## config.mk

```make
export PLATFORM = sky130hd
export DESIGN_NAME = dma_top
export DESIGN_NICKNAME = d
export VERILOG_FILES = /design/src/logic/dma_pkg.sv /design/src/logic/dma_fifo.sv /design/src/logic/dma_cfg_regs.sv /design/src/logic/dma_rd_engine.sv /design/src/logic/dma_wr_engine.sv /design/src/logic/dma_top.sv
export VERILOG_INCLUDE_DIRS = /design/src /design/src/include
export SDC_FILE = /design/constraint.sdc
export NUM_CORES = 1
export LEC_CHECK = 0
export BUFFER_PORTS_ARGS = -buffer_cell sky130_fd_sc_hd__buf_4
export CORE_MARGIN = 1
export CORE_UTILIZATION = 25
export DETAILED_ROUTE_END_ITERATION = 7
export GPL_TIMING_DRIVEN = 0
export PLACE_DENSITY = 0.42
export SKIP_LAST_GASP = 1
export SLEW_MARGIN = 5
export SYNTH_ARGS = -nofsm -noshare
export SYNTH_HDL_FRONTEND = slang
export SYNTH_SLANG_ARGS = --single-unit
```

## constraint.sdc

```tcl
create_clock -name clk -period 3.4 [get_ports clk]
set_input_delay 0 -clock clk [delete_from_list [all_inputs] [get_ports clk]]
set_output_delay 0 -clock clk [all_outputs]
set_load 0.02 [all_outputs]
```

## src/include/dma_params.svh

```systemverilog
`ifndef DMA_PARAMS_SVH
`define DMA_PARAMS_SVH

// data path
`define DMA_DATA_W      32      // bits per memory word
`define DMA_ADDR_W      16      // word address, not byte

// job size
`define DMA_LEN_W       16      // word count register width

// staging buffer between read and write side
`define DMA_FIFO_DEPTH  8       // keep a power of two

// source memory read port
`define DMA_RD_LAT      1       // cycles from rd_req_o to rd_data_i

`endif

```

## src/logic/dma_pkg.sv

```systemverilog
`include "dma_params.svh"

package dma_pkg;

    // copy job as held by the register block
    // stays frozen while a copy runs
    typedef struct packed {
        logic [`DMA_ADDR_W-1:0] src_addr;   // first source word
        logic [`DMA_ADDR_W-1:0] dst_addr;   // first destination word
        logic [`DMA_LEN_W-1:0]  len;        // words to move, 0 means nothing
    } dma_cfg_t;

    // one word toward the destination memory
    typedef struct packed {
        logic [`DMA_ADDR_W-1:0] addr;       // word address
        logic [`DMA_DATA_W-1:0] data;       // payload from fifo head
    } dma_wr_req_t;

endpackage

```

## src/logic/dma_fifo.sv

```systemverilog
`timescale 1ns/10ps

module dma_fifo #(
    parameter int DATA_WIDTH = 32,              // word width
    parameter int FIFO_DEPTH = 8                // entries, power of two
) (
    input  logic                  clk,
    input  logic                  rst_n,        // clears pointers only
    input  logic                  wren_i,       // push strobe
    input  logic                  rden_i,       // pop strobe
    input  logic [DATA_WIDTH-1:0] wdata_i,
    output logic [DATA_WIDTH-1:0] rdata_o,      // head entry, show-ahead
    output logic                  full_o,
    output logic                  empty_o
);

    localparam int PTR_W = $clog2(FIFO_DEPTH);  // index bits

    // extra msb tells full from empty when low bits match
    logic [PTR_W:0] wr_ptr, wr_ptr_n;
    logic [PTR_W:0] rd_ptr, rd_ptr_n;

    logic [DATA_WIDTH-1:0] mem [FIFO_DEPTH];    // storage, no reset

    always_comb begin
        wr_ptr_n = wr_ptr;
        rd_ptr_n = rd_ptr;
        if (wren_i) begin
            wr_ptr_n = wr_ptr + 1'b1;           // wraps through the extra bit
        end
        if (rden_i) begin
            rd_ptr_n = rd_ptr + 1'b1;
        end
    end

    always_ff @(posedge clk or negedge rst_n) begin
        if (!rst_n) begin
            wr_ptr <= '0;
            rd_ptr <= '0;
        end else begin
            wr_ptr <= wr_ptr_n;
            rd_ptr <= rd_ptr_n;
        end
    end

    always_ff @(posedge clk) begin
        if (wren_i) begin
            mem[wr_ptr[PTR_W-1:0]] <= wdata_i;
        end
    end

    assign rdata_o = mem[rd_ptr[PTR_W-1:0]];    // head visible without a pop

    assign empty_o = (wr_ptr == rd_ptr);
    // same slot, different lap
    assign full_o  = (wr_ptr[PTR_W-1:0] == rd_ptr[PTR_W-1:0])
                   & (wr_ptr[PTR_W] != rd_ptr[PTR_W]);

    // producer and consumer must respect the flags, fifo does not guard itself
    a_no_push_full: assert property (
        @(posedge clk) disable iff (!rst_n) wren_i |-> !full_o
    ) else $error("dma_fifo: push while full");

    a_no_pop_empty: assert property (
        @(posedge clk) disable iff (!rst_n) rden_i |-> !empty_o
    ) else $error("dma_fifo: pop while empty");

endmodule

```

## src/logic/dma_cfg_regs.sv

```systemverilog
`timescale 1ns/10ps
`include "dma_params.svh"

module dma_cfg_regs
    import dma_pkg::*;
(
    input  logic                   clk,
    input  logic                   rst_n,
    input  logic                   cfg_we_i,     // host write strobe
    input  logic [1:0]             cfg_addr_i,   // 0 src, 1 dst, 2 len, 3 ctrl
    input  logic [`DMA_DATA_W-1:0] cfg_wdata_i,
    input  logic                   finish_i,     // last write accepted
    output logic [`DMA_DATA_W-1:0] cfg_rdata_o,  // comb readback
    output dma_cfg_t               cfg_o,        // job to both engines
    output logic                   start_o       // one cycle kick
);

    dma_cfg_t cfg_q;
    logic     busy_q;
    logic     done_q;
    logic     go;

    // go is dropped while running or for an empty job
    assign go = cfg_we_i && (cfg_addr_i == 2'd3) && cfg_wdata_i[0]
              && !busy_q && (cfg_q.len != '0);

    assign start_o = go;   // engines load on the go cycle
    assign cfg_o   = cfg_q;

    always_ff @(posedge clk or negedge rst_n) begin
        if (!rst_n) begin
            cfg_q <= '0;
        end else if (cfg_we_i && !busy_q) begin   // frozen during a copy
            case (cfg_addr_i)
                2'd0:    cfg_q.src_addr <= cfg_wdata_i[`DMA_ADDR_W-1:0];
                2'd1:    cfg_q.dst_addr <= cfg_wdata_i[`DMA_ADDR_W-1:0];
                2'd2:    cfg_q.len      <= cfg_wdata_i[`DMA_LEN_W-1:0];
                default: ;                          // ctrl has no storage
            endcase
        end
    end

    // busy up the cycle after go, down the cycle after finish
    always_ff @(posedge clk or negedge rst_n) begin
        if (!rst_n) begin
            busy_q <= 1'b0;
            done_q <= 1'b0;
        end else begin
            if (go) begin
                busy_q <= 1'b1;
                done_q <= 1'b0;   // new job clears old status
            end else if (finish_i) begin
                busy_q <= 1'b0;
                done_q <= 1'b1;
            end
        end
    end

    always_comb begin
        cfg_rdata_o = '0;
        case (cfg_addr_i)
            2'd0: cfg_rdata_o[`DMA_ADDR_W-1:0] = cfg_q.src_addr;
            2'd1: cfg_rdata_o[`DMA_ADDR_W-1:0] = cfg_q.dst_addr;
            2'd2: cfg_rdata_o[`DMA_LEN_W-1:0]  = cfg_q.len;
            2'd3: cfg_rdata_o[1:0]             = {done_q, busy_q};
            default: ;
        endcase
    end

    // finish only arrives for a running job
    a_finish_busy: assert property (
        @(posedge clk) disable iff (!rst_n) finish_i |-> busy_q
    ) else $error("dma_cfg_regs: finish while idle");

endmodule

```

## src/logic/dma_rd_engine.sv

```systemverilog
`timescale 1ns/10ps
`include "dma_params.svh"

module dma_rd_engine
    import dma_pkg::*;
(
    input  logic                   clk,
    input  logic                   rst_n,
    input  logic                   start_i,       // load a new job
    input  dma_cfg_t               cfg_i,
    input  logic                   fifo_full_i,   // only watched by the check below
    input  logic                   fifo_pop_i,    // write side freed a slot
    output logic                   rd_req_o,      // one word per strobe
    output logic [`DMA_ADDR_W-1:0] rd_addr_o,
    input  logic [`DMA_DATA_W-1:0] rd_data_i,     // no valid, arrives after fixed latency
    output logic                   fifo_push_o,
    output logic [`DMA_DATA_W-1:0] fifo_wdata_o
);

    localparam int CRED_W = $clog2(`DMA_FIFO_DEPTH) + 1;  // must hold DEPTH itself

    logic [`DMA_ADDR_W-1:0] src_addr;     // next word to fetch
    logic [`DMA_LEN_W-1:0]  remaining;    // words not yet requested
    logic [CRED_W-1:0]      credits;      // free fifo slots not claimed by a read
    logic [`DMA_RD_LAT-1:0] req_pipe;     // request strobe delayed to data return
    logic                   issue;

    // a credit covers both the in-flight word and its fifo slot
    assign issue = (remaining != '0) && (credits != '0);

    always_ff @(posedge clk or negedge rst_n) begin
        if (!rst_n) begin
            remaining <= '0;
            credits   <= '0;
            rd_req_o  <= 1'b0;
            req_pipe  <= '0;
        end else begin
            if (start_i) begin
                remaining <= cfg_i.len;
                credits   <= CRED_W'(`DMA_FIFO_DEPTH);
            end else begin
                remaining <= remaining - `DMA_LEN_W'(issue);
                credits   <= credits + CRED_W'(fifo_pop_i) - CRED_W'(issue);
            end
            rd_req_o    <= issue && !start_i;   // registered, shows next cycle
            req_pipe[0] <= rd_req_o;
            for (int i = 1; i < `DMA_RD_LAT; i++) begin
                req_pipe[i] <= req_pipe[i-1];
            end
        end
    end

    // source address counter
    always_ff @(posedge clk) begin
        if (start_i) begin
            src_addr <= cfg_i.src_addr;
        end else if (issue) begin
            src_addr  <= src_addr + 1'b1;
            rd_addr_o <= src_addr;
        end
    end

    assign fifo_push_o  = req_pipe[`DMA_RD_LAT-1];   // data lands this cycle
    assign fifo_wdata_o = rd_data_i;

    // credits should make this impossible
    a_no_push_full: assert property (
        @(posedge clk) disable iff (!rst_n) fifo_push_o |-> !fifo_full_i
    ) else $error("dma_rd_engine: push into full fifo");

endmodule

```

## src/logic/dma_wr_engine.sv

```systemverilog
`timescale 1ns/10ps
`include "dma_params.svh"

module dma_wr_engine
    import dma_pkg::*;
(
    input  logic                   clk,
    input  logic                   rst_n,
    input  logic                   start_i,
    input  dma_cfg_t               cfg_i,
    input  logic                   fifo_empty_i,
    input  logic [`DMA_DATA_W-1:0] fifo_rdata_i,  // show-ahead head
    output logic                   fifo_pop_o,
    input  logic                   wr_stall_i,    // destination not ready
    output logic                   wr_en_o,
    output dma_wr_req_t            wr_req_o,
    output logic                   finish_o       // pulse on last accepted write
);

    logic [`DMA_ADDR_W-1:0] dst_addr;
    logic [`DMA_LEN_W-1:0]  remaining;   // writes still owed
    logic                   accept;

    // offered as soon as the head is valid
    assign wr_en_o       = !fifo_empty_i && (remaining != '0);
    assign wr_req_o.addr = dst_addr;
    assign wr_req_o.data = fifo_rdata_i;

    assign accept     = wr_en_o && !wr_stall_i;
    assign fifo_pop_o = accept;               // pop with the accepted write
    assign finish_o   = accept && (remaining == `DMA_LEN_W'(1));

    always_ff @(posedge clk or negedge rst_n) begin
        if (!rst_n) begin
            remaining <= '0;
        end else if (start_i) begin
            remaining <= cfg_i.len;
        end else if (accept) begin
            remaining <= remaining - 1'b1;
        end
    end

    always_ff @(posedge clk) begin
        if (start_i) begin
            dst_addr <= cfg_i.dst_addr;
        end else if (accept) begin
            dst_addr <= dst_addr + 1'b1;
        end
    end

    // stalled write must be held until taken, fifo head and address included
    a_stall_hold: assert property (
        @(posedge clk) disable iff (!rst_n)
        (wr_en_o && wr_stall_i) |=> (wr_en_o && $stable(wr_req_o))
    ) else $error("dma_wr_engine: request changed under stall");

endmodule

```

## src/logic/dma_top.sv

```systemverilog
`timescale 1ns/10ps
`include "dma_params.svh"

module dma_top
    import dma_pkg::*;
(
    input  logic                   clk,
    input  logic                   rst_n,
    // host side
    input  logic                   cfg_we_i,
    input  logic [1:0]             cfg_addr_i,
    input  logic [`DMA_DATA_W-1:0] cfg_wdata_i,
    output logic [`DMA_DATA_W-1:0] cfg_rdata_o,
    // source memory
    output logic                   rd_req_o,
    output logic [`DMA_ADDR_W-1:0] rd_addr_o,
    input  logic [`DMA_DATA_W-1:0] rd_data_i,
    // destination memory
    output logic                   wr_en_o,
    output dma_wr_req_t            wr_req_o,
    input  logic                   wr_stall_i
);

    dma_cfg_t               cfg;
    logic                   start;
    logic                   finish;
    logic                   fifo_push, fifo_pop;
    logic                   fifo_full, fifo_empty;
    logic [`DMA_DATA_W-1:0] fifo_wdata, fifo_rdata;

    dma_cfg_regs i_cfg_regs (
        .clk        (clk),
        .rst_n      (rst_n),
        .cfg_we_i   (cfg_we_i),
        .cfg_addr_i (cfg_addr_i),
        .cfg_wdata_i(cfg_wdata_i),
        .finish_i   (finish),
        .cfg_rdata_o(cfg_rdata_o),
        .cfg_o      (cfg),
        .start_o    (start)
    );

    dma_rd_engine i_rd_engine (
        .clk         (clk),
        .rst_n       (rst_n),
        .start_i     (start),
        .cfg_i       (cfg),
        .fifo_full_i (fifo_full),
        .fifo_pop_i  (fifo_pop),   // credit return
        .rd_req_o    (rd_req_o),
        .rd_addr_o   (rd_addr_o),
        .rd_data_i   (rd_data_i),
        .fifo_push_o (fifo_push),
        .fifo_wdata_o(fifo_wdata)
    );

    dma_fifo #(
        .DATA_WIDTH(`DMA_DATA_W),
        .FIFO_DEPTH(`DMA_FIFO_DEPTH)
    ) i_fifo (
        .clk    (clk),
        .rst_n  (rst_n),
        .wren_i (fifo_push),
        .rden_i (fifo_pop),
        .wdata_i(fifo_wdata),
        .rdata_o(fifo_rdata),
        .full_o (fifo_full),
        .empty_o(fifo_empty)
    );

    dma_wr_engine i_wr_engine (
        .clk         (clk),
        .rst_n       (rst_n),
        .start_i     (start),
        .cfg_i       (cfg),
        .fifo_empty_i(fifo_empty),
        .fifo_rdata_i(fifo_rdata),
        .fifo_pop_o  (fifo_pop),
        .wr_stall_i  (wr_stall_i),
        .wr_en_o     (wr_en_o),
        .wr_req_o    (wr_req_o),
        .finish_o    (finish)
    );

endmodule

```

Yosys cells after proc, flatten, opt, wreduce, memory -nomap -nowiden
Memory sizes are Yosys's and may differ from the RTL's.
Index checks and enable logic that the tools add are counted.
{"block": "classes", "n_addsub": 8, "n_eq_ne": 5, "mux": 16, "bitwise_logic": 1, "reduce_logical": 26}
{"cell": "16-bit 2-to-1 mux", "n": 7}
{"cell": "16-bit nonzero test", "n": 3}
{"cell": "14-bit one-hot mux with 3 select lines", "n": 1}
{"cell": "16-bit by 1-bit adder with 16-bit output (second input constant)", "n": 2}
{"cell": "16-bit by 1-bit equality test with 1-bit output (second input constant)", "n": 1}
{"cell": "16-bit by 1-bit subtractor with 16-bit output", "n": 1}
{"cell": "16-bit by 1-bit subtractor with 16-bit output (second input constant)", "n": 1}
{"cell": "1-bit logical AND", "n": 10}
{"cell": "4-bit by 1-bit adder with 4-bit output (second input constant)", "n": 2}
{"cell": "2-bit one-hot mux with 4 select lines", "n": 1}
{"cell": "2-bit AND reduction", "n": 4}
{"cell": "1-bit 2-to-1 mux", "n": 6}
{"cell": "2-bit nonzero test", "n": 3}
{"cell": "4-bit by 1-bit adder with 4-bit output", "n": 1}
{"cell": "2-bit equality test (second input constant)", "n": 2}
{"cell": "4-bit equality test", "n": 1}
{"cell": "1-bit logical NOT", "n": 4}
{"cell": "4-bit 2-to-1 mux", "n": 1}
{"cell": "4-bit nonzero test", "n": 1}
{"cell": "4-bit by 1-bit subtractor with 4-bit output", "n": 1}
{"cell": "2-bit by 1-bit equality test with 1-bit output (second input constant)", "n": 1}
{"cell": "2-bit logical NOT", "n": 1}
{"cell": "1-bit inverter", "n": 1}
{"block": "totals", "ff_bits": 144, "ramBits": 256, "wordCells": 72, "memories": 1}
{"memory": "i_fifo.mem", "depth": 8, "width": 32, "rd": 1, "rd_clocked_by_memory_dff": 0, "write_ports": 1, "line": "dma_fifo.sv:23", "text": "logic [DATA_WIDTH-1:0] mem [FIFO_DEPTH];"}

Logic depth before layout (Yosys ltp)
{"block": "depth", "depth_word": 7, "depth_mapped": 14, "depth_no_buf": 13}

Cells and area by module
A second synthesis with hierarchy kept.
{"block": "hier_totals", "cells_unflattened": 1113, "area_unflattened_um2": 17822.1}
{"mod": "dma_fifo", "n_inst": 1, "cells_per_inst": 414, "area_each_um2": 10263.6}
{"mod": "dma_rd_engine", "n_inst": 1, "cells_per_inst": 270, "area_each_um2": 2901.5}
{"mod": "dma_cfg_regs", "n_inst": 1, "cells_per_inst": 184, "area_each_um2": 2437.3}
{"mod": "dma_wr_engine", "n_inst": 1, "cells_per_inst": 245, "area_each_um2": 2219.6}

Least setup slack after synthesis
No wires, ideal clock.
{"block": "synth_path", "path_kind": "reg2reg", "from": "reg i_fifo.wr_ptr[2]", "to": "mem i_fifo.mem[0][0], enable pin", "arrival_ns": 2.805, "required_time_ns": 2.939, "path_slack_ns": 0.134, "stages_incl_launch_ff": 3, "n_path_buf": 0, "cell_sequence": "dfrtp_1 -> nand2b_1 -> nor3_1"}
{"element": "from (decl)", "line": "dma_fifo.sv:20", "text": "logic [PTR_W:0] wr_ptr, wr_ptr_n;"}
{"element": "from (signal assigned)", "line": "dma_fifo.sv:41", "text": "wr_ptr <= wr_ptr_n;"}
{"element": "to (decl)", "line": "dma_fifo.sv:23"}
Straight into the memory's write port.

Worst setup path in the final report
{"block": "layout_path", "from": "reg i_rd_engine.remaining[7]", "to": "reg i_rd_engine.credits[2]"}
{"block": "layout_between", "elab_chain_len": 4}
{"element": "from (decl)", "line": "dma_rd_engine.sv:23", "text": "logic [`DMA_LEN_W-1:0] remaining;"}
{"element": "from (signal assigned)", "line": "dma_rd_engine.sv:39", "text": "remaining <= cfg_i.len;"}
{"element": "from (signal assigned)", "line": "dma_rd_engine.sv:42", "text": "remaining <= remaining - `DMA_LEN_W'(issue);"}
{"element": "16-bit nonzero test", "line": "dma_rd_engine.sv:29", "text": "assign issue = (remaining != '0) && (credits != '0);"}
{"element": "1-bit logical AND", "line": "dma_rd_engine.sv:29"}
{"element": "4-bit by 1-bit subtractor with 4-bit output", "line": "dma_rd_engine.sv:43", "text": "credits <= credits + CRED_W'(fifo_pop_i) - CRED_W'(issue);"}
{"element": "4-bit 2-to-1 mux", "line": "dma_rd_engine.sv:38", "text": "if (start_i) begin"}
{"element": "to (signal assigned)", "line": "dma_rd_engine.sv:40", "text": "credits <= CRED_W'(`DMA_FIFO_DEPTH);"}
{"element": "to (signal assigned)", "line": "dma_rd_engine.sv:43"}
{"element": "to (decl)", "line": "dma_rd_engine.sv:24", "text": "logic [CRED_W-1:0] credits;"}
Every way passes these cells.
A chain may end at the register's enable or synchronous reset.

==> metrics <==
violated checks=DRC; final setup violating endpoints=0; internal power=13.62 mW; FILL cells=between 6,000 and 7,000; status=finished with violations; Critical Path RT=around 3.9 ns; Seq/Total Area, Yosys=69.00%; Hold Startpoint=cfg_addr_i[0]; post-DR vias/cell=roughly 4.3; Post-synth EDFFs=~300; Max Cap Violations=0; antenna violations before repair=0; fin crit period=around 3.3 ns; vias in the first global route=~10,000; vias=roughly 9,400; drt pass-1 iters=8; Skew-Pair Late Insertion Delay=about 0.6 ns; share of cells above drive strength 1=approximately 30%; uppermost layer routed=met4; CTS clk-pin slew, worst paths=roughly 0.060 ns; root buf cell=clkbuf_16; crit end category=flip-flop; global-route wire length before repair=64,650 um; GRT Residual Overflow=0; Total Wirelength=~43,000 um; f_max=between 300 and 400 MHz; ys async rst share=between 20% and 30%; chip height=~260 um; WL/cell=between 15 and 20 um; Max clock buf depth=3; worst-margin pin slew=~1.0 ns; buffers added on ports=~140; Final GP Congestion=0.7554; critical path class=flip-flop to flip-flop; storage element area=~0.012 mm^2; ANT nets after route=0; GRT Util Overall=between 10% and 20%; commonest non-fill, non-tap cell in the layout=edfxtp_1; initial core utilization=25.33%; CTS Buf Count=46; TritonCTS clock tree=built; Worst Clk Skew=roughly 0.043 ns; CP arrival=about 3.8 ns; num rows=94; Crit Path Max Fanout=5; total core area=~0.066 mm^2; H-tree levels=2; Max Transition Viols Final=0; flop and latch count out of synthesis=400; Post-Syn Area=roughly 0.017 mm^2; Mapped Avg Cell Area=16.71 um^2; area grow syn2layout=28.01%; worst hold path type=primary input to flip-flop; CTS sink count=400; placed instance area=about 0.019 mm^2; VDD IR max=349.1 uV; Post-layout nets=1,352; largest net degree at the start of global routing=97; # DRC=38; synthesized instance count=~1,000; met3 wire len=1735 um; sequential fraction of design power=between 40% and 50%; crit path from=i_rd_engine.remaining[7]$_DFF_PN0_; Sw Share=between 30% and 40%; Relative slew margins=a little under a third; Synth Flop Type=edfxtp_1; pwr/cell area=958.7 mW/mm^2; Die X=~260 um; RSZ-0062 raised after global routing=true; Leak=7.736 nW; NetSw=6.888 mW; Warnings, synthesis=0; Critical Path Start Type=flip-flop; Unique masters post-synth=50; detailed placement HPWL=around 29,000 um; final hold viol count=0; Layout Utilization=32.42%; most frequent cells in the layout=edfxtp_1, buf_4, dfrtp_1; DRT iter0 DRCs=500; multi-input logic area=~0.005 mm^2; # IOs=approximately 170; fin crit share=96.49%; Met2 Wirelength=about 20,000 um; r2r startpoint=i_rd_engine.remaining[7]$_DFF_PN0_; M1 WL=19,590 um; Gate power share=approximately 34%; Design Area, Final=about 0.021 mm^2; die area=0.06788 mm^2; clock power share=between 20% and 30%
worst paths after layout:
| check | endpoint | depth (start not counted) | slack, ns |
|---|---|---|---|
| max | i_rd_engine.credits[2]$_DFF_PN0_ | 10 | 0.12 |
| min | i_rd_engine.credits[2]$_DFF_PN0_ | 5 | 0.10 |
| max reg2reg | i_rd_engine.credits[2]$_DFF_PN0_ | 10 | 0.12 |
| min reg2reg | i_rd_engine.fifo_push_o$_DFF_PN0_ | 0 | 0.40 |
| max in group asynchronous | i_fifo.wr_ptr[3]$_DFFE_PN0P_ | 4 | 2.41 |
| min in group asynchronous | i_cfg_regs.cfg_o[25]$_DFFE_PN0P_ | 3 | 0.30 |
state kept, by name (all words and copies together), names as in the netlist:
register and count:
i_cfg_regs.busy_q 1, i_cfg_regs.cfg_o 48, i_cfg_regs.done_q 1, i_fifo.mem 256
i_fifo.rd_ptr 4, i_fifo.wr_ptr 4, i_rd_engine.credits 4, i_rd_engine.fifo_push_o 1
i_rd_engine.rd_addr_o 16, i_rd_engine.rd_req_o 1, i_rd_engine.remaining 16, i_rd_engine.src_addr 16
i_wr_engine.dst_addr 16, i_wr_engine.remaining 16
layer usage:
metal / GRT usage (%) / up-vias
met2: 20.73 / 156
met1: 17.28 / 4827
met5: 0 / -
li1: - / 4373
met4: 3.769 / 0
met3: 2.224 / 67
Yosys cell counts, types with 14 or more instances:
cell type  number  area, um^2
a21oi_1        58       290.3
buf_4          16       120.1
clkbuf_1       24       90.09
dfrtp_1        96        2402
edfxtp_1      304        9129
ha_1           14       175.2
inv_1          14       52.55
mux2_1         32       360.4
mux2_2         52       585.6
mux2i_1        14       140.1
mux4_2         66        1486
nand2_1        37       138.9
nand3_1        16       80.08
nand4_1        15       93.84
nor2_1         63       236.5
o21ai_0        14       70.07
xnor2_1        26       227.7
xor2_1         40       350.3
through the flow:
stage | worst slack (ns) | cells | hold slack (ns) | total power [mW] | TNS [ns]
final | 0.1194 | 2171 | 0.1008 | 20.51 | 0
after global routing | -0.05215 | 2169 | 0.1042 | 21.73 | -0.07812
after CTS | 0.0003404 | 2167 | 0.07374 | 20.92 | 0
after detailed placement | -0.1973 | 2031 | 0.2324 | 15.49 | -6.060
after global placement | -2.957 | 2014 | 0.2356 | 15.22 | -341.72
after floorplan | 0.1341 | 1015 | -0.2956 | 12.39 | 0
power by group through the flow:
stage          Clock [mW]  Sequential (mW)  Combinational (mW)
3_3_place_gp            0             8.42                6.80
3_5_place_dp            0             8.32                7.17
2_1_floorplan           0             8.20                4.19
6_report             5.25             8.23                7.02
5_1_grt              5.59             8.43                7.71
4_1_cts              5.42             8.24                7.26
cells by family after synthesis:
family	share of synthesized area, %
compound gates	2.860
xor+xnor	3.459
fa+ha+maj	1.168
buf+inv	2.111
flops	69.00
mux	15.39
other cells	0.02244
simple gates	5.982
area by class of cell:
type | instances | share of cell area (%)
Inverter | 15 | 0.2691
Antenna cell | 2 | 0.02340
Timing Repair Buffer | 204 | 8.522
Buffer | 59 | 1.392
Clock buffer | 65 | 5.948
Sequential cell | 400 | 53.90
Multi-Input combinational cell | 541 | 23.26
Clock inverter | 21 | 1.626
Tap cell | 864 | 5.054
worst max-delay path: stages (launching register included):
cell and delay (ns):
dfrtp_1 0.42, or4_4 0.58, or4_4 0.48, o32ai_4 0.38
inv_1 0.13, ha_1 0.29, inv_1 0.04, ha_1 0.20
fa_1 0.38, xnor2_1 0.19, a31oi_1 0.06
timing repair:
| item | in CTS | in global routing |
|---|---|---|
| setup buffers | 0 | 0 |
| setup endpoints to repair | 33 | 55 |
| hold endpoints to repair | 401 | 6 |
| hold buffers | 50 | 1 |
| resized for setup | 3 | 7 |
| pin swaps | 0 | 1 |
Power figures use the tool's default switching activity.
